<file path="config.mk">
export PLATFORM = sky130hd
export DESIGN_NAME = csc_ctrl_flat
export DESIGN_NICKNAME = d
export VERILOG_FILES = /design/src/logic/csc_pkg.sv /design/src/logic/csc_step_if.sv /design/src/logic/csc_ctrl.sv /design/src/flat_wrapper.sv
export SDC_FILE = /design/constraint.sdc
export NUM_CORES = 1
export LEC_CHECK = 0
export BUFFER_PORTS_ARGS = -buffer_cell sky130_fd_sc_hd__buf_2
export CAP_MARGIN = 5
export CORE_AREA = 4 4 41 43
export CTS_CLUSTER_SIZE = 12
export DETAILED_ROUTE_END_ITERATION = 10
export DIE_AREA = 0 0 45 47
export HOLD_SLACK_MARGIN = 0.03
export PLACE_DENSITY = 0.51
export SYNTH_ARGS = -nofsm -noshare
export SYNTH_HDL_FRONTEND = slang
export SYNTH_SLANG_ARGS = --single-unit
</file>
<file path="constraint.sdc">
create_clock -name Clock_50 -period 2.29 [get_ports Clock_50]
set_input_delay 0.1145 -clock Clock_50 [delete_from_list [all_inputs] [get_ports Clock_50]]
set_output_delay 0.1145 -clock Clock_50 [all_outputs]
set_load 0.05 [all_outputs]
</file>
<file path="src/logic/csc_pkg.sv">
package csc_pkg;

	localparam int PIX_W = 8;

	// chroma samples kept for the six-tap filter
	localparam int HIST_DEPTH = 6;
	// pushes between a pair's arrival and its conversion
	localparam int LUMA_DELAY = 3;

	// interpolation taps, middle pair subtracted
	localparam int TAP_OUTER = 21;
	localparam int TAP_MID = 52;
	localparam int TAP_INNER = 159;

	// matrix coefficients, scaled by 2^16
	localparam int K_Y = 76284;
	localparam int K_RV = 104595;
	localparam int K_GU = 25624;
	localparam int K_GV = 53281;
	localparam int K_BU = 132251;

	localparam int Y_OFFSET = 16;
	localparam int C_OFFSET = 128;
	localparam int ROUND = 128;
	localparam int FIR_SHIFT = 8;
	localparam int MAT_SHIFT = 16;

	typedef struct packed {
		logic [PIX_W-1:0] even;
		logic [PIX_W-1:0] odd;
	} luma_pair_t;

	typedef struct packed {
		logic [PIX_W-1:0] u;
		logic [PIX_W-1:0] v;
	} chroma_t;

	// host word is {y_even, y_odd, u, v}
	typedef struct packed {
		luma_pair_t luma;
		chroma_t    chroma;
	} sample_t;

	typedef struct packed {
		logic [PIX_W-1:0] r;
		logic [PIX_W-1:0] g;
		logic [PIX_W-1:0] b;
	} rgb_t;

	typedef enum logic [3:0] {
		IDLE,
		SHIFT,
		FIR_U0,
		FIR_U1,
		FIR_V0,
		FIR_V1,
		MAT_E0,
		MAT_E1,
		MAT_O0,
		MAT_O1,
		DONE
	} step_t;

	// saturate a signed result into 0..255
	function automatic logic [PIX_W-1:0] clip8(input logic signed [31:0] x);
		logic [PIX_W-1:0] res;
		if (x < 0) begin
			res = '0;
		end else if (x > 255) begin
			res = '1;
		end else begin
			res = x[PIX_W-1:0];
		end
		return res;
	endfunction

endpackage

</file>
<file path="src/logic/csc_step_if.sv">
// step code from the sequencer, odd chroma from the filter
interface csc_step_if;

	csc_pkg::step_t step;
	logic [csc_pkg::PIX_W-1:0] u_odd;
	logic [csc_pkg::PIX_W-1:0] v_odd;

	modport ctrl (
		output step
	);

	modport fir (
		input  step,
		output u_odd,
		output v_odd
	);

	modport mat (
		input step,
		input u_odd,
		input v_odd
	);

endinterface

</file>
<file path="src/logic/csc_ctrl.sv">
module csc_ctrl (
	input  logic     Clock_50,
	input  logic     Resetn,
	input  logic     push,
	output logic     busy,
	output logic     primed,
	csc_step_if.ctrl bus
);

	logic [1:0] push_cnt;

	// one step per cycle from SHIFT through DONE
	always_ff @(posedge Clock_50 or negedge Resetn) begin
		if (!Resetn) begin
			bus.step <= csc_pkg::IDLE;
		end else begin
			case (bus.step)
				csc_pkg::IDLE: begin
					if (push) begin
						bus.step <= csc_pkg::SHIFT;
					end
				end
				csc_pkg::DONE: bus.step <= csc_pkg::IDLE;
				default: bus.step <= csc_pkg::step_t'(bus.step + 4'd1);
			endcase
		end
	end

	assign busy = (bus.step != csc_pkg::IDLE);

	// history is full of real samples after three pushes
	always_ff @(posedge Clock_50 or negedge Resetn) begin
		if (!Resetn) begin
			push_cnt <= '0;
		end else if (push && push_cnt != 2'd3) begin
			push_cnt <= push_cnt + 2'd1;
		end
	end

	assign primed = (push_cnt == 2'd3);

	// bus side must hold off pushes during a conversion
	a_push_idle: assert property (@(posedge Clock_50) disable iff (!Resetn)
		push |-> bus.step == csc_pkg::IDLE);

	// a conversion runs to DONE without stalling
	a_shift_done: assert property (@(posedge Clock_50) disable iff (!Resetn)
		bus.step == csc_pkg::SHIFT |-> ##9 bus.step == csc_pkg::DONE);

endmodule

</file>
<file path="src/flat_wrapper.sv">
// flat-port wrapper written by rule: the top's interface ports become plain ports
module csc_ctrl_flat 
  (Clock_50, Resetn, push, busy, primed, bus_step);
  csc_step_if bus_i ();
  input  logic Clock_50;
  input  logic Resetn;
  input  logic push;
  output logic busy;
  output logic primed;
  output wire logic [$bits(bus_i.step)-1:0] bus_step;
  assign bus_step = bus_i.step;
  csc_ctrl u_core (.Clock_50(Clock_50), .Resetn(Resetn), .push(push), .busy(busy), .primed(primed), .bus(bus_i));
endmodule
</file>
Yosys cells after proc, flatten, opt, wreduce, memory -nomap -nowiden
Cells that the tools add are included.
- input bits: 3
- output and inout port bits: 6
- word-level logic and storage cells: 13
- register bits after elaboration: 6
- $add $sub $neg: 2
- reduce and logical (&&, ||, !) cells: 3
- mux-type cells: 2
- equality and inequality tests: 4
- operators with widths (operator ; count):
    4-bit one-hot mux with 2 select lines ; 1
    4-bit by 1-bit adder with 4-bit output, second input constant ; 1
    4-bit == test, second input constant ; 1
    4-bit logical NOT ; 1
    4-bit two-way mux ; 1
    2-bit inequality test, second input constant ; 2
    4-bit nonzero test ; 1
    2-bit by 1-bit adder with 2-bit output, second input constant ; 1
    2-bit == test, second input constant ; 1
    1-bit logical AND ; 1

Logic depth before layout (Yosys ltp)
- depth after elaboration: 2
- depth in mapped cells: 5
- gate-level depth less buffers: 5

Worst setup path before layout
Ideal clock, no wire load.
- path kind: register to register
- start point: register u_core.bus.step[1]
- end point: register u_core.bus.step[1]
- data required time: 2159 ps
- data arrival time: 1610 ps
- period minus slack after synthesis: 1740 ps
- path buffers: 0
- path slack: 550 ps
- setup time: 131 ps
- cell stages (with the launch flop): 6
- cell sequence: dfrtp_1 > inv_1 > ha_1 > or3b_4 > o211ai_1 > o31ai_2
- longest elaborated chain between the ends: 2
- ends and longest elaborated chain (what ; line ; RTL):
    from (decl) ; csc_step_if.sv:9 ; output step
    from (signal assigned) ; csc_ctrl.sv:15 ; bus.step <= csc_pkg::IDLE;
    from (signal assigned) ; csc_ctrl.sv:20 ; bus.step <= csc_pkg::SHIFT;
    from (signal assigned) ; csc_ctrl.sv:23 ; csc_pkg::DONE: bus.step <= csc_pkg::IDLE;
    4-bit by 1-bit adder with 4-bit output (tied with other cells) ; csc_ctrl.sv:24 ; default: bus.step <= csc_pkg::step_t'(bus.step + 4'd1);
    4-bit one-hot mux with 2 select lines or 2-bit inequality test (tied branches) ; - ;
Several ways; a longest one is shown, not always the timed one.
A chain may end at the register's enable or synchronous reset.

Worst setup path in the final report
- start point: register u_core.bus.step[1]
- end point: output port busy
- longest elaborated chain between the ends: 1
- ends and longest elaborated chain (what ; line ; RTL):
    4-bit nonzero test ; csc_ctrl.sv:29 ; assign busy = (bus.step != csc_pkg::IDLE);
    to (decl) ; flat_wrapper.sv:8 ; output logic busy;
No other way between the ends.

==> out/metrics.yaml <==
holdBufCountCts: 1
max_freq_mhz: 607
path_class: "flop to primary output"
seq_area_frac_synth: 0.446
tns_ps: 0
n_fill_cell: 148
rsz0062_at_grt: "false"
cts.root.buffer_cell: "clkbuf_4"
firstDrtPassIters: 2
grt_pass1_wl_um: 1140
synth_seq_cells: 6
grt_max_degree: 8
required_ps: 2180
postCtsSetupBuffers: 0
synth_compound_area_frac: 0.138
syn_nets: 35
syn_avg_cell_area_um2: 12.0
max-slew-margin-rel: 0.832
overflow: 0
vias: 245
portBuffers: 8
min_period_ps: 1650
rows: 13
syn_inst: 28
synth_fa_ha_area_frac: 0.149
critPathLaunchType: "flop"
die_y_um: 47
setup_viol: 0
drc: 0
yosysWarnings: 0
cts_buffer_depth: 2
path_clk_slew_ps: 40
synth_simple_gate_area_frac: 0.130
slowest_stage: "dfrtp_1"
ys_types: 18
slowest_delay_ps: 410
gp_congestion: 0.627
multiInputGateArea_um2: 179
grt.total_usage: 0.0802
status: "finished, final reports clean"
dieArea_um2: 2120
insertion_delay_ps: 240
synth_xor_area_frac: 0.0520
synth_edf_count: 0
postRouteAntennaNets: 0
synth_top_family_by_area: "adder cells"
end_kind: "primary output"
muxShareOfSynthArea: 0.0632
wl_per_cell_um: 10.5
crit_path_cell_trace: "inv_1 > ha_1 > or3b_4 > buf_2"
final.period_utilization: 0.719
cts_tree: "done"
syn_to_final_growth_pct: 27.1
dp_hpwl_um: 503
diodes: 0
async_flop_share: 1.00
skew_ps: 3.59
tightest_slew_ps: 253
synth_ff_type: "dfrtp_1"
synth_area_um2: 337
core_area_um2: 1300
antenna_found_initial: 0
grt_pass1_vias: 254
cts_buffers: 3
cts_resized: 0
critPathMaxFanout: 5
viasPerCell: 4.45
numClockSinks: 6
drt_iter0_markers: 1
start_util: 0.259
finalNetCount: 49
drive_above_1_share: 0.375
timing_hold_violations_final: 0
drv_cap: 0
routed_wl_um: 580
design.portCount: 9
hold_class: "primary input to flop"
drv_slew: 0
dieWidth_um: 45
arrival_ps: 1530
regArea_um2: 150
htree_levels: 1
synth_stat cells (all sizes together) (2+ instances only):
master	number	share of area
inv	2	0.022
ha	4	0.15
dfrtp	6	0.45
nand2	2	0.022
kinds of logic after synthesis:
logic type      after synthesis
simple gates                  7
flops                         6
compound gates                5
fa+ha+maj                     4
xor+xnor                      2
buf+inv                       2
mux                           2
final timing paths:
kind                                    start                 end  slack (ps)  cells after the start
max                        u_core.bus.step[1]                busy         640                      4
min                                      push  u_core.bus.step[1]         100                      2
max reg2reg                u_core.bus.step[1]  u_core.bus.step[1]         880                      5
min reg2reg                u_core.push_cnt[0]  u_core.push_cnt[0]         480                      1
max in group asynchronous              Resetn  u_core.bus.step[2]        1920                      2
min in group asynchronous              Resetn  u_core.push_cnt[1]         220                      2
state kept, by name, indices dropped and copies added (netlist names):
name,cells
u_core.bus.step,4
u_core.push_cnt,2
cells in the final DEF (no fill, tap or decap), drive strengths merged, types with 2 or more instances in the layout:
master / netlist / routed
ha: 4 / 4
buf: 0 / 8
clkbuf: 0 / 3
nand2: 2 / 2
inv: 2 / 2
dfrtp: 6 / 6
metrics by stage:
step	cells	utilization	instance area [um^2]	worst slack (ps)	hold slack [ps]
after floorplan	28	-	337	550	-181
after global placement	51	0.304	395	882	-54.7
after detailed placement	51	0.304	395	875	-53.7
after CTS	55	0.329	428	622	89.4
after global routing	55	0.329	428	542	92.4
final	55	0.329	428	643	96.1
area by class of cell:
| type | count | area share |
|---|---|---|
| clock buffers | 3 | 0.0526 |
| inverters | 2 | 0.0175 |
| multi-input cells | 20 | 0.418 |
| flip-flops and latches | 6 | 0.351 |
| well taps | 15 | 0.0439 |
| repair buffers | 9 | 0.117 |
routing by layer:
metal | share of wire | global-route usage | wire [um] | vias to the layer above
li1 | - | - | - | 127
met1 | 0.42 | 0.0831 | 242 | 111
met2 | 0.46 | 0.116 | 269 | 7
met3 | 0.12 | 0.0460 | 67 | 0
met4 | 0 | 0.0702 | 0 | 0
met5 | 0 | 0 | 0 | -
critical path, delay by kind of cell (launching register included):
family | cells | cell delay (ps)
and+or+nand+nor | 1 | 400
DFF | 1 | 410
buffers and inverters | 2 | 330
adders and majority gates | 1 | 160
Power is not shown: default switching activity piles up to over one toggle a cycle in this logic, so the estimate is an artifact.
