==> src/logic/history_shift.sv <==
module history_shift #(
	parameter type payload_t = logic [7:0],
	parameter int  DEPTH = 2
) (
	input  logic     Clock_50,
	input  logic     Resetn,
	input  logic     shift,
	input  payload_t din,
	// entry 0 holds the newest value
	output payload_t taps [DEPTH]
);

	always_ff @(posedge Clock_50 or negedge Resetn) begin
		if (!Resetn) begin
			for (int i = 0; i < DEPTH; i++) begin
				taps[i] <= '0;
			end
		end else if (shift) begin
			taps[0] <= din;
			for (int i = 1; i < DEPTH; i++) begin
				taps[i] <= taps[i-1];
			end
		end
	end

endmodule

==> config.mk <==
export PLATFORM = sky130hd
export DESIGN_NAME = history_shift
export DESIGN_NICKNAME = d
export VERILOG_FILES = /design/src/logic/history_shift.sv
export SDC_FILE = /design/constraint.sdc
export NUM_CORES = 1
export LEC_CHECK = 0
export ABC_CLOCK_PERIOD_IN_PS = 1300
export BUFFER_PORTS_ARGS = -buffer_cell sky130_fd_sc_hd__buf_2
export CAP_MARGIN = 5
export CORE_UTILIZATION = 48
export DETAILED_ROUTE_END_ITERATION = 7
export PLACE_DENSITY = 0.8
export SYNTH_ARGS = -nofsm -noshare
export SYNTH_HDL_FRONTEND = slang
export SYNTH_SLANG_ARGS = --single-unit
export TNS_END_PERCENT = 30
==> constraint.sdc <==
create_clock -name Clock_50 -period 1.3 [get_ports Clock_50]
set_input_delay 0.13 -clock Clock_50 [delete_from_list [all_inputs] [get_ports Clock_50]]
set_output_delay 0.13 -clock Clock_50 [all_outputs]
set_load 0.005 [all_outputs]
# Word-level counts from Yosys, hierarchy flattened
# Index checks and enable logic that the tools add are counted.
[op_classes]
n_mul = 0
div_mod_pow = 0
bitwise = 0
magnitude_cmp = 0
n_shift = 0
n_mux = 0
n_reduce_logical = 0
addsub = 0
eq_ne = 0
[word_totals]
output_inout_bits = 16
romBits = 0
latchBits = 0
register_bits = 16
n_memories = 0
ramBits = 0

# Longest topological paths before layout
# Gate-level depths: netlist of the first run.
[depth]
word_depth = 0
mapped_depth = 3

# Least setup slack after synthesis of the first run
# Ideal clock, no wire load.
[synth_path]
path_kind = "in2reg"
startpoint = "in shift"
endpoint = "reg taps[0] in the netlist's numbering"
path_stages = 3
setup_time_ps = 125
t_arrival_ps = 666
setup_slack_ps = 508
t_required_ps = 1175
path_cell_list = "buf_6 > buf_12 > mux2_4"
[synth_lines]
columns = ["element", "line", "rtl"]
rows = [
  ["start, declared", "7", "input logic shift,"],
  ["end signal, assigned by index", "21", "taps[i] <= taps[i-1];"],
  ["end, declared", "10", "output payload_t taps [DEPTH]"],
]
# No word-level cell between the ends.

# Worst setup path in the final report of the first run
[layout_path]
startpoint = "reg taps[14] in the netlist's numbering"
endpoint = "out taps[14] in the netlist's numbering"
# No word-level cell between the ends.

==> results.md, run 1 <==
- Sequential power share: 57.4%
- Psw: 0.000248 W
- CTS Buf Count: 3
- Worst min path class: input port to flop
- Vias after detailed routing: 356
- Max VDD drop: 0.000663 V
- Area share of the largest cell type after synthesis: 61.7%
- Boundary Pins: 27
- TritonRoute pass-1 iters: 2
- CTS tree: built
- Drt total wl: 1080 um
- Post-cts gate resize count: 0
- Leak: 0.414 nW
- Routed len/inst: 14.3 um
- Internal power: 0.000795 W
- Reg2reg start: taps[14]
- Max Slew Vio Count: 0
- Nets: 75
- Number of max-cap violations: 0
- Post-synth ARST share: 100%
- Vias in the first global route: 377
- Data required time of the critical path: 1.17 ns
- Antenna Cells: 0
- Die W: 38.8 um
- # Post-CTS Setup Buffers: 0
- Clock sinks: 16
- Crit Path Class: flop to primary output
- DRC: 0
- Vias per cell: 4.68
- RD Place Congestion: 0.658
- Power share of the combinational group: 18.9%
- Sequential-to-total area share from yosys stat: 61.7%
- Clock network fraction of design power: 23.7%
- Pwr dens: 1310 mW/mm2
- Mapped cell area: 649 um2
- CTS Root Cell: clkbuf_4
- DP Wirelength: 832 um
- Cell Rows: 12
- Setup TNS: 0 ns
- FF-to-FF path depth: 1
- Global Route Usage Sum: 16.7%
- Worst Tran Pin Value: 0.420 ns
- Dominant delay contributor by cell family on the critical path: flip-flops
- Hold Fails Final Rpt: 0
- RSZ-0062 raised after global routing: false
- Slowest stage delay, CP: 0.41 ns
- Biggest register: taps
- Yosys warns: 0
- Top flop regs: taps: 16 flops
- Max reg flops: 16
- Antenna violations before repair: 0
- Sw Ratio: 23.8%
- Critical path peak fanout: 3
- Status: finished, final reports clean
- DIE AREA: 0.00150 mm2
- EDFF count, synth: 0
- Synth Flop Type: dfrtp_1
- Setup WS post-layout: 0.349 ns
- Largest area contributor in the netlist: dfrtp_1
- Syn_area_per_cell: 19.1 um2
- Total Power: 0.00104 W
- Drt first-iter violations: 1
- Hold Crit Start: din[3]
- Max_slew headroom: 72.0%
- Core area: 0.00119 mm2
- Starting density of the core: 54.7%
- CP bufs+invs: 1
- R2R Path End: taps[14]
- Syn_nets: 45
- R2r setup slk: 0.51 ns
- Hold WS: 0.0779 ns
- Final Util: 67.3%
- Most frequent cell after synthesis: dfrtp_1
- Fin crit share: 73.1%
- First-pass GRT wire length: 1620 um
- Number of synthesized register bits: 16
- Post-Route Skew: 0.00567 ns
- Area Overhead vs Synth: 22.9%
- Crit-path slowest cell: dfrtp_1
- Largest net degree at the start of global routing: 17
- Unique masters post-synth: 5
- Worst hold path depth: 2
- CP Launch Type: flop
- Synth top area cells: dfrtp_1 (62%), mux2_4 (23%), mux2_2 (10%)
- Final worst path period need: 0.951 ns
- Place WS: 0.282 ns
- Worst Setup End Kind: primary output
- Layout cells sized above 1: 72.6%
- Clk buf depth: 2
- # port buffers: 26
- Final setup viols: 0
- Hold Buf Count CTS: 1
- # H-tree levels: 1
- Endpoint, Worst Hold: taps[11]
- CP arrival: 0.82 ns
- Remaining antenna violation count: 0
- Achievable Freq: 1050 MHz
- GR Overflow Total: 0
- Worst path cell trace: buf_2
- Syn Inst Count: 34
- Worst-path clk slew: 0.09 ns
- Chip Height: 38.8 um
- Top cells by count, synth: dfrtp_1 (16), mux2_4 (10), mux2_2 (6)
- Clock insertion delay at the later pin of the skew report: 0.28 ns
-- layer usage --
metal | vias up | GRT usage (%) | routed length [um]
met4 | 0 | 10.3 | 0
li1 | 175 | - | -
met3 | 0 | 4.05 | 80
met5 | - | 0 | 0
met2 | 19 | 25.0 | 504
met1 | 162 | 21.6 | 500
-- placed cells by master, fill, tap and decap left out --
master,count
clkbuf_4,3
mux2_4,10
dfrtp_1,16
mux2_2,6
dlygate4sd3_1,1
buf_2,26
-- cells by family after synthesis --
| kind of cell | count (synthesis) | synth area share (%) |
|---|---|---|
| buffers and inverters | 2 | 4.82 |
| flip-flops | 16 | 61.7 |
| multiplexers | 16 | 33.5 |
-- worst max path at each step --
stage	start	slack, ns	depth (start not counted)	to
floorplan	shift	0.51	3	taps[0]
global placement	shift	0.30	2	taps[9]
detailed placement	shift	0.28	2	taps[10]
CTS	taps[14]	0.34	1	taps[14]
global route	taps[9]	0.32	1	taps[9]
finish	taps[14]	0.35	1	taps[14]
-- power groups by stage --
stage	Combinational, W	Sequential, W	Clock (W)
6_report	0.000197	0.000599	0.000247
5_1_grt	0.000216	0.000607	0.000279
4_1_cts	0.000201	0.000600	0.000253
3_5_place_dp	0.000198	0.000610	0
3_3_place_gp	0.000191	0.000605	0
2_1_floorplan	0.000105	0.000610	0
-- final cells by class --
type                    count  area (um2)
clock buffers               3        22.5
flip-flops and latches     16         400
well taps                  14        17.5
multi-input cells          16         218
repair buffers             27         140
fillers                    94         388
-- per-stage QoR --
step	cell area, um2	std cells
6_report	798	76
5_1_grt	798	76
4_1_cts	798	76
3_5_place_dp	766	72
3_3_place_gp	766	72
2_1_floorplan	649	34
Power figures use the tool's default switching activity.
==> run 2, diff against run 1 <==
- ABC_AREA: default -> 1
- ABC_CLOCK_PERIOD_IN_PS: 1300 -> 1000
- CORE_UTILIZATION: 48 -> 45
- PLACE_DENSITY: 0.8 -> 0.75
- clock period: 1.3 -> 1 ns (I/O delays scaled with it)
==> run 2 against run 1 <==
Net effect:
- die area increased by 11%
- highest routed layer is now met4
- final area increased by 5.2%
- clock skew increased by 0.0022 ns
- count of clock-buffer cells in the layout increased by 1
- flip-flop and latch count unchanged
- synthesized area increased by 4.2%
- sequential power increased by 27%
- utilization decreased by 5.1 points
==> results.md, run 2 <==
- Status: finished, final reports clean
- Vias per cell: 4.52
- Clock insertion delay at the later pin of the skew report: 0.28 ns
- RD Place Congestion: 0.635
- # port buffers: 26
- Core area: 0.00135 mm2
- Slowest stage delay, CP: 0.41 ns
- Crit-path slowest cell: dfrtp_1
- Nets: 109
- Antenna Cells: 0
- Hold Buf Count CTS: 2
- GR Overflow Total: 0
- FF-to-FF path depth: 2
- Largest area contributor in the netlist: dfrtp_1
- Final setup viols: 0
- # H-tree levels: 1
- Max reg flops: 16
- Drt first-iter violations: 13
- Sequential-to-total area share from yosys stat: 59.1%
- Drt total wl: 1160 um
- CP Launch Type: flop
- Area Overhead vs Synth: 24.0%
- CTS Root Cell: clkbuf_4
- Syn_area_per_cell: 9.95 um2
- Crit Path Class: flop to primary output
- Met3 Track Usage GR: 3.26%
- Top cells by count, synth: nand2_1 (31), nand2_2 (17), dfrtp_1 (16)
- R2r setup slk: 0.35 ns
- Die W: 40.8 um
- Starting density of the core: 50.1%
- TritonRoute pass-1 iters: 3
- Max_slew headroom: 76.4%
- Data required time of the critical path: 0.90 ns
- Setup TNS: 0 ns
- Post-Route Skew: 0.00789 ns
- Biggest register: taps
- Place WS: 0.214 ns
- Synth top area cells: dfrtp_1 (59%), nand2_1 (17%), nand2_2 (16%)
- GRT met1 Usage: 20.0%
- Max Slew Vio Count: 0
- Leading cell types in the layout, fill and taps excluded: nand2_1 (31), buf_2 (26), nand2_2 (17)
- Vias in the first global route: 436
- Dominant delay contributor by cell family on the critical path: flip-flops
- Seq. cell area: 400 um2
- Setup WS post-layout: 0.0699 ns
- CP bufs+invs: 1
- Post-synth ARST share: 100%
- Clock sinks: 16
- Worst path cell trace: buf_2
- Fin crit share: 93.0%
- RSZ-0062 raised after global routing: false
- Global Route Usage Sum: 16.2%
- Largest net degree at the start of global routing: 18
- First-pass GRT wire length: 1730 um
- Clk buf depth: 2
- Worst Tran Pin Value: 0.354 ns
- Critical path depth: 1
- Max VDD drop: 0.000984 V
- Syn_nets: 79
- CP arrival: 0.83 ns
- Syn Inst Count: 68
- Pwr dens: 1650 mW/mm2
- DP Wirelength: 812 um
- Worst-path clk slew: 0.10 ns
- Mapped cell area: 677 um2
- Commonest non-fill, non-tap cell in the layout: nand2_1
- Post-cts gate resize count: 0
- Worst Setup End Kind: primary output
- Leak: 0.484 nW
- CTS Buf Count: 3
- R2R Path End: taps[3]
- EDFF count, synth: 0
- Reg2reg start: taps[11]
- Most frequent cell after synthesis: nand2_1
- CTS tree: built
- Achievable Freq: 1080 MHz
- Remaining antenna violation count: 0
- Worst min path class: input port to flop
- Routed len/inst: 10.3 um
- DRC: 0
- Total Power: 0.00139 W
- Unique masters post-synth: 6
- Area share of the largest cell type after synthesis: 59.1%
- CP endpoint: taps[13]
- Vias after detailed routing: 506
- Layout cells sized above 1: 49.5%
- DIE AREA: 0.00166 mm2
- Cell Rows: 13
- # Post-CTS Setup Buffers: 0
- Number of synthesized register bits: 16
- Chip Height: 40.8 um
- Critical path peak fanout: 3
- Filler cells: 124
- Hold Fails Final Rpt: 0
- Most used routing layer: met2
- Boundary Pins: 27
- Worst setup path startpoint: taps[13]
- Final worst path period need: 0.930 ns
- GRT met2 Usage: 24.6%
- Multi-input gate area: 223 um2
- Synth Flop Type: dfrtp_1
- Number of max-cap violations: 0
- Yosys warns: 0
- Antenna violations before repair: 0
- Top flop regs: taps: 16 flops
-- run 2: worst min path at each step --
| stage | from | endpoint | slack, ns | cells past startpoint |
|---|---|---|---|---|
| 2_1_floorplan | Resetn | taps[0] | -0.20 | 0 |
| 3_3_place_gp | Resetn | taps[0] | 0.02 | 1 |
| 3_5_place_dp | Resetn | taps[0] | 0.03 | 1 |
| 4_1_cts | din[7] | taps[15] | 0.004 | 3 |
| 5_1_grt | din[3] | taps[11] | 0.02 | 3 |
| 6_report | din[7] | taps[15] | 0.02 | 3 |
-- run 2: cell type report --
| cell class | instances | share of cell area (%) |
|---|---|---|
| multi-input combinational | 48 | 26.5 |
| clock buffer | 4 | 4.32 |
| inverter | 1 | 1.34 |
| timing repair buffer | 28 | 17.9 |
| sequential | 16 | 47.7 |
| tap | 15 | 2.24 |
-- run 2: kinds of logic (layout without fill, tap and decap cells) --
logic type,Yosys count,in the layout,share of synthesized area (%)
DFF,16,16,59.1
and+or+nand+nor,48,48,32.9
buffers and inverters,4,33,7.95
-- run 2: report_power, final --
part	internal (W)	leakage (nW)	switching (W)	total [W]
Clock	0.000221	0.0210	0.000198	0.000419
Sequential	0.000711	0.198	0.0000464	0.000758
Combinational	0.000101	0.265	0.000109	0.000210
-- run 2: tightest hold or removal path, cell delays in order --
cell and delay (ns):
buf_2 0.08, nand2_1 0.04, nand2_1 0.05
-- run 2: per-layer routing --
metal | share of wire [%] | up-vias | wire (um)
met1 | 46 | 230 | 526
met3 | 3.5 | 2 | 40
li1 | - | 262 | -
met4 | 1.0 | 0 | 12
met5 | 0 | - | 0
met2 | 50 | 12 | 576
-- run 2: per-stage QoR --
| stage | cell area, um2 | instances | hold slack [ns] | util, % |
|---|---|---|---|---|
| floorplan | 677 | 68 | -0.196 | - |
| global placement | 783 | 106 | 0.0230 | 58.0 |
| detailed placement | 783 | 106 | 0.0297 | 58.0 |
| CTS | 840 | 112 | 0.00370 | 62.2 |
| global route | 840 | 112 | 0.0154 | 62.2 |
| finish | 840 | 112 | 0.0157 | 62.2 |
