File: config.mk
export PLATFORM = sky130hd
export DESIGN_NAME = apb_regs
export DESIGN_NICKNAME = d
export VERILOG_FILES = /design/src/logic/csc_pkg.sv /design/src/logic/apb_pkg.sv /design/src/logic/apb_regs.sv
export SDC_FILE = /design/constraint.sdc
export NUM_CORES = 1
export LEC_CHECK = 0
export BUFFER_PORTS_ARGS = -buffer_cell sky130_fd_sc_hd__clkbuf_2
export CORE_MARGIN = 5
export CORE_UTILIZATION = 32
export DETAILED_ROUTE_END_ITERATION = 8
export PLACE_DENSITY = 0.9
export SLEW_MARGIN = 30
export SYNTH_ARGS = -nofsm -noshare
export SYNTH_HDL_FRONTEND = slang
export SYNTH_SLANG_ARGS = --single-unit
File: constraint.sdc
create_clock -name vclk -period 1.85
set_clock_uncertainty 0.2 [all_clocks]
set_input_delay 0.0925 -clock vclk [all_inputs]
set_output_delay 0.0925 -clock vclk [all_outputs]
set_load 0.01 [all_outputs]
File: src/logic/csc_pkg.sv
package csc_pkg;

	localparam int PIX_W = 8;

	// chroma samples kept for the six-tap filter
	localparam int HIST_DEPTH = 6;
	// pushes between a pair's arrival and its conversion
	localparam int LUMA_DELAY = 3;

	// interpolation taps, middle pair subtracted
	localparam int TAP_OUTER = 21;
	localparam int TAP_MID = 52;
	localparam int TAP_INNER = 159;

	// matrix coefficients, scaled by 2^16
	localparam int K_Y = 76284;
	localparam int K_RV = 104595;
	localparam int K_GU = 25624;
	localparam int K_GV = 53281;
	localparam int K_BU = 132251;

	localparam int Y_OFFSET = 16;
	localparam int C_OFFSET = 128;
	localparam int ROUND = 128;
	localparam int FIR_SHIFT = 8;
	localparam int MAT_SHIFT = 16;

	typedef struct packed {
		logic [PIX_W-1:0] even;
		logic [PIX_W-1:0] odd;
	} luma_pair_t;

	typedef struct packed {
		logic [PIX_W-1:0] u;
		logic [PIX_W-1:0] v;
	} chroma_t;

	// host word is {y_even, y_odd, u, v}
	typedef struct packed {
		luma_pair_t luma;
		chroma_t    chroma;
	} sample_t;

	typedef struct packed {
		logic [PIX_W-1:0] r;
		logic [PIX_W-1:0] g;
		logic [PIX_W-1:0] b;
	} rgb_t;

	typedef enum logic [3:0] {
		IDLE,
		SHIFT,
		FIR_U0,
		FIR_U1,
		FIR_V0,
		FIR_V1,
		MAT_E0,
		MAT_E1,
		MAT_O0,
		MAT_O1,
		DONE
	} step_t;

	// saturate a signed result into 0..255
	function automatic logic [PIX_W-1:0] clip8(input logic signed [31:0] x);
		logic [PIX_W-1:0] res;
		if (x < 0) begin
			res = '0;
		end else if (x > 255) begin
			res = '1;
		end else begin
			res = x[PIX_W-1:0];
		end
		return res;
	endfunction

endpackage

File: src/logic/apb_pkg.sv
package apb_pkg;

	localparam int ADDR_W = 4;
	localparam int DATA_W = 32;

	// register map
	localparam logic [ADDR_W-1:0] REG_SAMPLE = 4'd0;
	localparam logic [ADDR_W-1:0] REG_RGB_EVEN = 4'd4;
	localparam logic [ADDR_W-1:0] REG_RGB_ODD = 4'd8;
	localparam logic [ADDR_W-1:0] REG_STATUS = 4'd12;

	// status bits
	localparam int ST_PRIMED = 0;
	localparam int ST_BUSY = 1;

endpackage

File: src/logic/apb_regs.sv
module apb_regs (
	input  logic                       Clock_50,
	input  logic                       Resetn,
	input  logic                       psel,
	input  logic                       penable,
	input  logic                       pwrite,
	input  logic [apb_pkg::ADDR_W-1:0] paddr,
	input  logic [apb_pkg::DATA_W-1:0] pwdata,
	input  logic                       busy,
	input  logic                       primed,
	input  csc_pkg::rgb_t              rgb_even,
	input  csc_pkg::rgb_t              rgb_odd,
	output logic [apb_pkg::DATA_W-1:0] prdata,
	output logic                       pready,
	output logic                       pslverr,
	output logic                       push,
	output csc_pkg::sample_t           sample
);

	logic                       access;
	logic                       hit_sample;
	logic                       hit_even;
	logic                       hit_odd;
	logic                       hit_status;
	logic                       bad_access;
	logic [apb_pkg::DATA_W-1:0] status;

	// wait states while a conversion runs
	assign pready = !busy;
	assign access = psel && penable && pready;

	assign hit_sample = (paddr == apb_pkg::REG_SAMPLE);
	assign hit_even = (paddr == apb_pkg::REG_RGB_EVEN);
	assign hit_odd = (paddr == apb_pkg::REG_RGB_ODD);
	assign hit_status = (paddr == apb_pkg::REG_STATUS);

	// unmapped address, or a write to a read-only register
	assign bad_access = !(hit_sample || hit_even || hit_odd || hit_status)
		|| (pwrite && !hit_sample);
	assign pslverr = access && bad_access;

	assign push = access && pwrite && hit_sample;
	assign sample = csc_pkg::sample_t'(pwdata);

	always_comb begin
		status = '0;
		status[apb_pkg::ST_PRIMED] = primed;
		status[apb_pkg::ST_BUSY] = busy;
	end

	always_comb begin
		prdata = '0;
		if (psel && !pwrite) begin
			if (hit_even) begin
				prdata = {8'h00, rgb_even};
			end else if (hit_odd) begin
				prdata = {8'h00, rgb_odd};
			end else if (hit_status) begin
				prdata = status;
			end
		end
	end

	// accepted sample always starts the sequencer on the next edge
	a_push_starts: assert property (@(posedge Clock_50) disable iff (!Resetn)
		push |-> !busy ##1 busy);

endmodule

After elaboration in Yosys (flattened, before gate mapping)
Index checks and enable logic that the tools add are counted.

word-level totals
  bits in registers = 0
  input port bits = 91
  output and inout bits = 67
  logic and storage cells = 23

cells by class
  equality and inequality tests = 3
  multiplexer cells = 4
  reductions and logical operators = 16

operators with widths
  cell                  count
  $mux W24              3
  $eq A4 B4 Y1 const B  2
  $logic_and A1 B1 Y1   7
  $eq A4 B3 Y1 const B  1
  $logic_not A1 Y1      4
  $logic_not A4 Y1      1
  $logic_or A1 B1 Y1    4
  $mux W2               1

Longest topological paths before layout
Gate-level depths: netlist of the first run.

  depth in word-level cells = 7
  depth in mapped cells = 4
  mapped depth without buffers = 2

Worst setup path before layout of the first run
Ideal clock, no wire load.

  path kind = input -> output
  start point = in pwrite
  end point = out prdata[0] (netlist name)
  arrival time = 1.069 ns
  required time = 1.558 ns
  slack = 0.489 ns
  stages on the path = 3
  buffers on the path = 1
  cells stage by stage = or4b_1 > buf_2 > a211oi_1

between the ends
  longest elaborated chain between the ends = 3

ends and longest elaborated chain
  element              line            text
  start, declared      apb_regs.sv:6   input logic pwrite,
  $logic_not A1 Y1     apb_regs.sv:53  if (psel && !pwrite) begin
  $logic_and A1 B1 Y1  apb_regs.sv:53
  $mux W24             apb_regs.sv:53
  end, declared        apb_regs.sv:13  output logic [apb_pkg::DATA_W-1:0] prdata,

Every way passes these cells.

Worst setup path in the final report of the first run
Ends and elaborated chain as after synthesis.

==> results by stage, run 1 <==
Status:
- The run finished with clean final reports.

Place:
- The final weighted congestion in routability-driven placement is 0.608.
- The number of cells after detailed placement is around 210.
- The pre-CTS setup slack is ~0.26 ns.
- The post-detailed-placement half-perimeter wirelength is 2230 um.
- In this run the tool buffered the top-level ports with 84 buffer cells.

GRT:
- Global routing used between 10% and 20% of the available tracks.
- The initial antenna violation count is 0.
- The maximum number of pins on one net before global-route repair is 31.
- The via count of the first global-routing pass is between 1000 and 1500.
- The residual overflow from global routing is 0.
- The global-route wire length before repair is 5100 um.

Logic synthesis:
- After synthesis, the most frequently instantiated cells are sky130_fd_sc_hd__nand3b_1, sky130_fd_sc_hd__buf_4, sky130_fd_sc_hd__a21oi_2.
- Sorting the synthesized cells by area gives the leading types as sky130_fd_sc_hd__nand3b_1, sky130_fd_sc_hd__buf_4, sky130_fd_sc_hd__a21oi_2.
- The most common cell in the netlist is sky130_fd_sc_hd__nand3b_1.
- The sequential-to-total area share from yosys stat is 0%.
- In this run the biggest area consumer among cell types represents 34.4% of the synthesized area.
- The synthesized design spends more area on one cell type than any other, namely sky130_fd_sc_hd__nand3b_1.
- The number of cells produced by synthesis is between 100 and 150.
- In this run the mean area of a mapped cell was around 7.3 um2.
- Yosys printed 0 warnings.
- The area of the mapped netlist is 982 um2.
- The post-synthesis cell type count is 17.

Hold path:
- The path class of the tightest hold or removal check is in -> out.
- Along the worst hold path, the cell count comes to 3.

Clock network:
- Once the clock tree was built, the setup fixing pass inserted 0 buffers.
- The number of cells upsized or downsized after cts is 0.

Setup path:
- The worst setup path is launched from an input port.
- Traced cell by cell, the critical path runs through clkbuf_2, or4b_1, buf_4, a211oi_1, clkbuf_2.
- The delay of the slowest cell on the worst path is 0.54 ns.
- Together, buffers and inverters on the worst path number 3.
- The required time of the critical path is 1.56 ns.
- The critical path crosses 5 cells after its start point.
- Of all nets on the critical path, the largest fanout is 9.
- The kind of critical path is in -> out.
- The cell that appears most often on the critical path is sky130_fd_sc_hd__clkbuf_2.
- The type of element capturing the critical path is an output pin.
- The data arrival time of the worst path is 1.31 ns.
- Among all stages on the critical path, the largest delay is contributed by sky130_fd_sc_hd__or4b_1.
- The cell family contributing the most delay on the critical path is simple AND/OR/NAND/NOR gates.

Power:
- Across the VDD grid, the largest voltage drop is 108 uV.
- The static leakage power is 0.667 nW.
- Dividing total power by cell area gives a power density of about 170 nW/um2.

Routing:
- The number of routed nets with antenna violations is 0.
- For this run, design rule violations remaining after detail routing come to 0.
- The vias after detailed routing is 1177.
- Before antenna repair, the detailed router went through 4 iterations.
- The aggregate routed wire length is 3350 um.
- The count of routing violations after the opening detailed-route iteration is 14.
- Dividing the detail-routed wire length by the instance count gives 13.7 um.
- After detailed routing, the number of vias per cell comes to 4.82.

STA:
- The highest achievable clock rate is 0.625 GHz.
- The final-report max-slew violation count is 0.
- The post-route minimum period is between 1.5 and 2 ns.
- The final-report hold violation count came to 0.
- For the final routed database, the setup TNS stands at 0 ns.
- The portion of the clock cycle consumed by the worst path in the final layout is about 87%.
- The worst path meets setup with 0.249 ns of slack.
- Setup repair after global routing left no endpoint under its margin.
- Setup violations remaining at the end of the flow were counted as 0.

Layout:
- The number of non-filler instances in the completed layout is 244.
- The antenna diode instance count is 0.
- The total of clock buffers placed in the layout is 0.
- Of the cells placed in the final design, the portion with a size suffix greater than 1 is between 50 and 60%.
- The footprint of the multi-input gates is 634 um2.
- The count of filler cells inserted in the layout is roughly 290.
- The utilization after layout is between 40% and 50%.
- The synthesis-to-finish area growth is 49.6%.
- The design has 0 sequential cells.
- The footprint of the flip-flops and latches is 0 um2.
- The final layout contains 304 nets.

Floorplan:
- The floorplan step set the die height to 65.4 um.
- During I/O placement, the number of pins put on the boundary was 158.
- The die outline width is between 60 and 70 um.
- The number of placement rows is 20.
- The placeable core area is between 3000 and 4000 um2.
- The die area is 4280 um2.
- The initial core utilization is about 33%.

Flow run:
- Across the run, the number of max-cap violations was 0.
layout by cell type, fill, tap and decap left out, drive strengths merged:
cell type,netlist,layout
nand3b,45,45
conb,1,8
buf,45,6
o21ai,1,1
dlygate4sd3,0,32
inv,2,2
clkbuf,8,84
or4b,1,1
mux2i,2,2
a211oi,2,2
a21oi,25,25
nor2,1,1
or4,1,1
nor3,1,1
area by class of cell:
cell class,count,area share [%]
inverter,2,0.511
multi-input combinational,87,43.2
tap,33,2.81
timing repair buffer,122,53.5
logic make-up after synthesis:
logic type             after synthesis  share of synthesized area (%)
buffers and inverters               55                           38.1
other                                1                          0.382
AOI/OAI and AO/OA                   28                           22.4
and+or+nand+nor                     49                           37.1
muxes                                2                           2.04
metal layers:
| metal | routed length [um] | share of wire (%) | vias up | track usage [%] |
|---|---|---|---|---|
| met4 | 23 | 0.69 | 0 | 1.55 |
| li1 | - | - | 576 | - |
| met3 | 273 | 8.1 | 2 | 1.20 |
| met5 | 0 | 0 | - | 0 |
| met2 | 1870 | 56 | 78 | 30.8 |
| met1 | 1180 | 35 | 521 | 13.9 |
repair_timing:
action                                  4_1_cts  5_1_grt
endpoints found under the setup margin        0        0
hold buffers                                 32        0
endpoints found under the hold margin        32        0
metrics by stage:
step           power [mW]  hold slack (ns)  area, um2
4_1_cts             0.252            0.248       1470
2_1_floorplan       0.176           0.0285       1010
3_3_place_gp        0.167          -0.0149       1150
3_5_place_dp        0.173          -0.0149       1150
5_1_grt             0.276            0.278       1470
6_report            0.252            0.241       1470
where the power goes:
| group | internal (mW) | switching [mW] |
|---|---|---|
| Sequential | 0 | 0 |
| Clock | 0 | 0 |
| Combinational | 0.133 | 0.119 |
worst paths after layout:
path / from / end / slack, ns
max: pwrite / prdata[0] / 0.25
min: busy / pready / 0.24
Note: power is estimated with default switching activity, not from simulation.
==> run 2: changes to the inputs <==
==> constraint.sdc (replaced) <==
create_clock -name vclk -period 1.85
set_clock_uncertainty 0.2 [all_clocks]
set_input_delay 0.0925 -clock vclk [all_inputs]
set_output_delay 0.0925 -clock vclk [all_outputs]
set_load 0.02 [all_outputs]
==> run 2 against run 1 <==
- combinational power increased by 17%
- die area is the same
- routed wire length rose by 0.36%
- critical endpoint unchanged
- cell area unchanged
- largest power group unchanged
- power rose by 17%
- final cell count unchanged
- worst setup slack worse by 0.0024 ns
- sequential cell count unchanged
==> results by stage, run 2 (synthesized netlist as in run 1, its figures left out) <==
Floorplan:
- The vertical die dimension was 65.4 um (unchanged).
- The die area was 4280 um2 (unchanged).
- The boundary pin count is 158 (unchanged).
- The initial core utilization was 32.7% (unchanged).
- The placeable core area was 3000 um2 (unchanged).
- The number of placement rows is 20 (unchanged).
- The die outline width is 65.4 um (unchanged).

Power:
- The power per cell area came to 200 nW/um2 (+17%).
- The maximum VDD drop was 128 uV (+18%).
- The static leakage power is 0.667 nW (unchanged).
- The post-layout total power was 0.294 mW (+17%).

Layout:
- The footprint of the multi-input gates is 634 um2 (unchanged).
- The total of clock buffers placed in the layout was 0 (unchanged).
- The utilization after layout is 48.9% (unchanged).
- The library cells used most frequently in the layout, excluding fill and tap cells, are sky130_fd_sc_hd__clkbuf_2, sky130_fd_sc_hd__nand3b_1, sky130_fd_sc_hd__dlygate4sd3_1.
- The number of non-filler instances in the completed layout is 244 (unchanged).
- The synthesis-to-finish area growth is 49.6% (unchanged).
- The count of filler cells inserted in the layout is 308 (+7.3%).
- The footprint of the flip-flops and latches is 0 um2 (unchanged).
- The most common cell after layout, fill and taps aside is sky130_fd_sc_hd__clkbuf_2.
- The final net count is 304 (unchanged).
- The flip-flop and latch count is 0 (unchanged).
- The fraction of final layout cells with drive strength greater than 1 was 52.1% (unchanged).
- The antenna diode instance count is 0 (unchanged).

Routing:
- The detailed-route wire length per cell is 13.8 um (+0.36%).
- The aggregate routed wire length is 3360 um (+0.36%).
- The count of routing violations after the opening detailed-route iteration was 14 (unchanged).
- The vias after detailed routing is 1168 (-0.76%).
- The first-pass iteration count of the detailed router is 4 (unchanged).
- The mean number of vias per cell is 4.79 (-0.76%).
- The number of routed nets with antenna violations came to 0 (unchanged).
- The remaining routing DRC violations is 0 (unchanged).

Setup path:
- The kind of launch point of the worst setup path is an input port.
- The number of gates on the worst path with buffers counted is 5 (unchanged).
- The delay of the slowest cell on the worst path is 0.54 ns (about the same).
- The top fanout value on the critical path came to 9 (unchanged).
- The most numerous cell on the critical path is sky130_fd_sc_hd__clkbuf_2.
- The slowest stage of the critical path belongs to the cell sky130_fd_sc_hd__or4b_1.
- The critical path goes through clkbuf_2, or4b_1, buf_4, a211oi_1, clkbuf_2.
- The data arrival time of the worst path was 1.31 ns (about the same).
- The type of element capturing the critical path is an output pin.
- The kind of cell with the highest combined delay along the critical path is simple AND/OR/NAND/NOR gates.
- The critical path buffer and inverter count is 3 (unchanged).
- The required time of the critical path came to 1.56 ns (about the same).
- The worst setup path is of the in -> out kind.

STA:
- The final setup slack of the worst path came to 0.247 ns (-0.00239 ns).
- The final setup TNS is 0 ns (unchanged).
- The highest achievable clock rate is 0.624 GHz (-0.15%).
- The portion of the clock cycle consumed by the worst path in the final layout is 86.7% (+0.13 points).
- The post-route minimum period is 1.60 ns (+0.00239 ns).
- The final-report max-slew violation count is 0 (unchanged).
- Setup repair after global routing left no endpoint under its margin.
- The final count of negative-setup-slack endpoints is 0 (unchanged).
- The final-report hold violation count came to 0 (unchanged).

Flow run:
- The reported max-cap violation count was 0 (unchanged).

Status:
- The run finished with clean final reports.

Place:
- The final weighted congestion in routability-driven placement was 0.615 (+1.1%).
- The port buffer count is 84 (unchanged).
- The number of cells after detailed placement is 212 (unchanged).
- The post-detailed-placement half-perimeter wirelength is 2260 um (+1.3%).
- The pre-CTS setup slack is 0.239 ns (-0.0210 ns).

GRT:
- The maximum number of pins on one net before global-route repair is 31 (unchanged).
- The via count of the first global-routing pass is 1153 (-8.5%).
- The residual overflow from global routing is 0 (unchanged).
- The global routing usage summed across all routing layers is 13.6% (-0.39 points).
- The initial antenna violation count is 0 (unchanged).
- The global-route wire length before repair was 4900 um (-3.9%).

Hold path:
- The number of instances on the worst hold path is 3 (unchanged).
- The min-delay analysis places its worst path in the category in -> out.

Clock network:
- The number of cells upsized or downsized after cts was 0 (unchanged).
==> run 2: cell counts in the layout (fill, tap and decap cells not counted) <==
No cell type changed its count.
==> run 2: per-stage QoR <==
stage / hold WS, ns / instance area, um2
2_1_floorplan: 0.0616 / 1010
3_3_place_gp: -0.0149 / 1150
3_5_place_dp: -0.0149 / 1150
4_1_cts: 0.275 / 1470
5_1_grt: 0.305 / 1470
6_report: 0.266 / 1470
==> run 2: layout make-up <==
class,count,area share [%]
inverters,2,0.511
multi-input cells,87,43.2
well taps,33,2.81
repair buffers,122,53.5
==> run 2: where the power goes <==
part	switching, mW	leakage [nW]	internal, mW	total, mW
Clock	0	0	0	0
Sequential	0	0	0	0
Combinational	0.160	0.667	0.134	0.294
Total	0.160	0.667	0.134	0.294
==> run 2: what timing repair did <==
item | in CTS | in global routing
hold endpoints to repair | 32 | 0
buffers inserted | 0 | 0
hold buffers | 32 | 0
==> run 2: worst min-delay path: stages <==
cell and delay, ns:
sky130_fd_sc_hd__clkbuf_2 0.10, sky130_fd_sc_hd__inv_1 0.04, sky130_fd_sc_hd__clkbuf_2 0.14
==> run 2: layer usage <==
layer	global-route usage, %	vias up	part of all wire, %
li1	-	576	-
met4	1.30	0	0.56
met1	14.2	510	34
met5	0	-	0
met2	28.8	80	55
met3	1.71	2	9.8
==> run 2: path summary, 6_finish.rpt <==
check / endpoint / from / slack, ns
setup / recovery: prdata[0] / pwrite / 0.25
hold / removal: pready / busy / 0.27
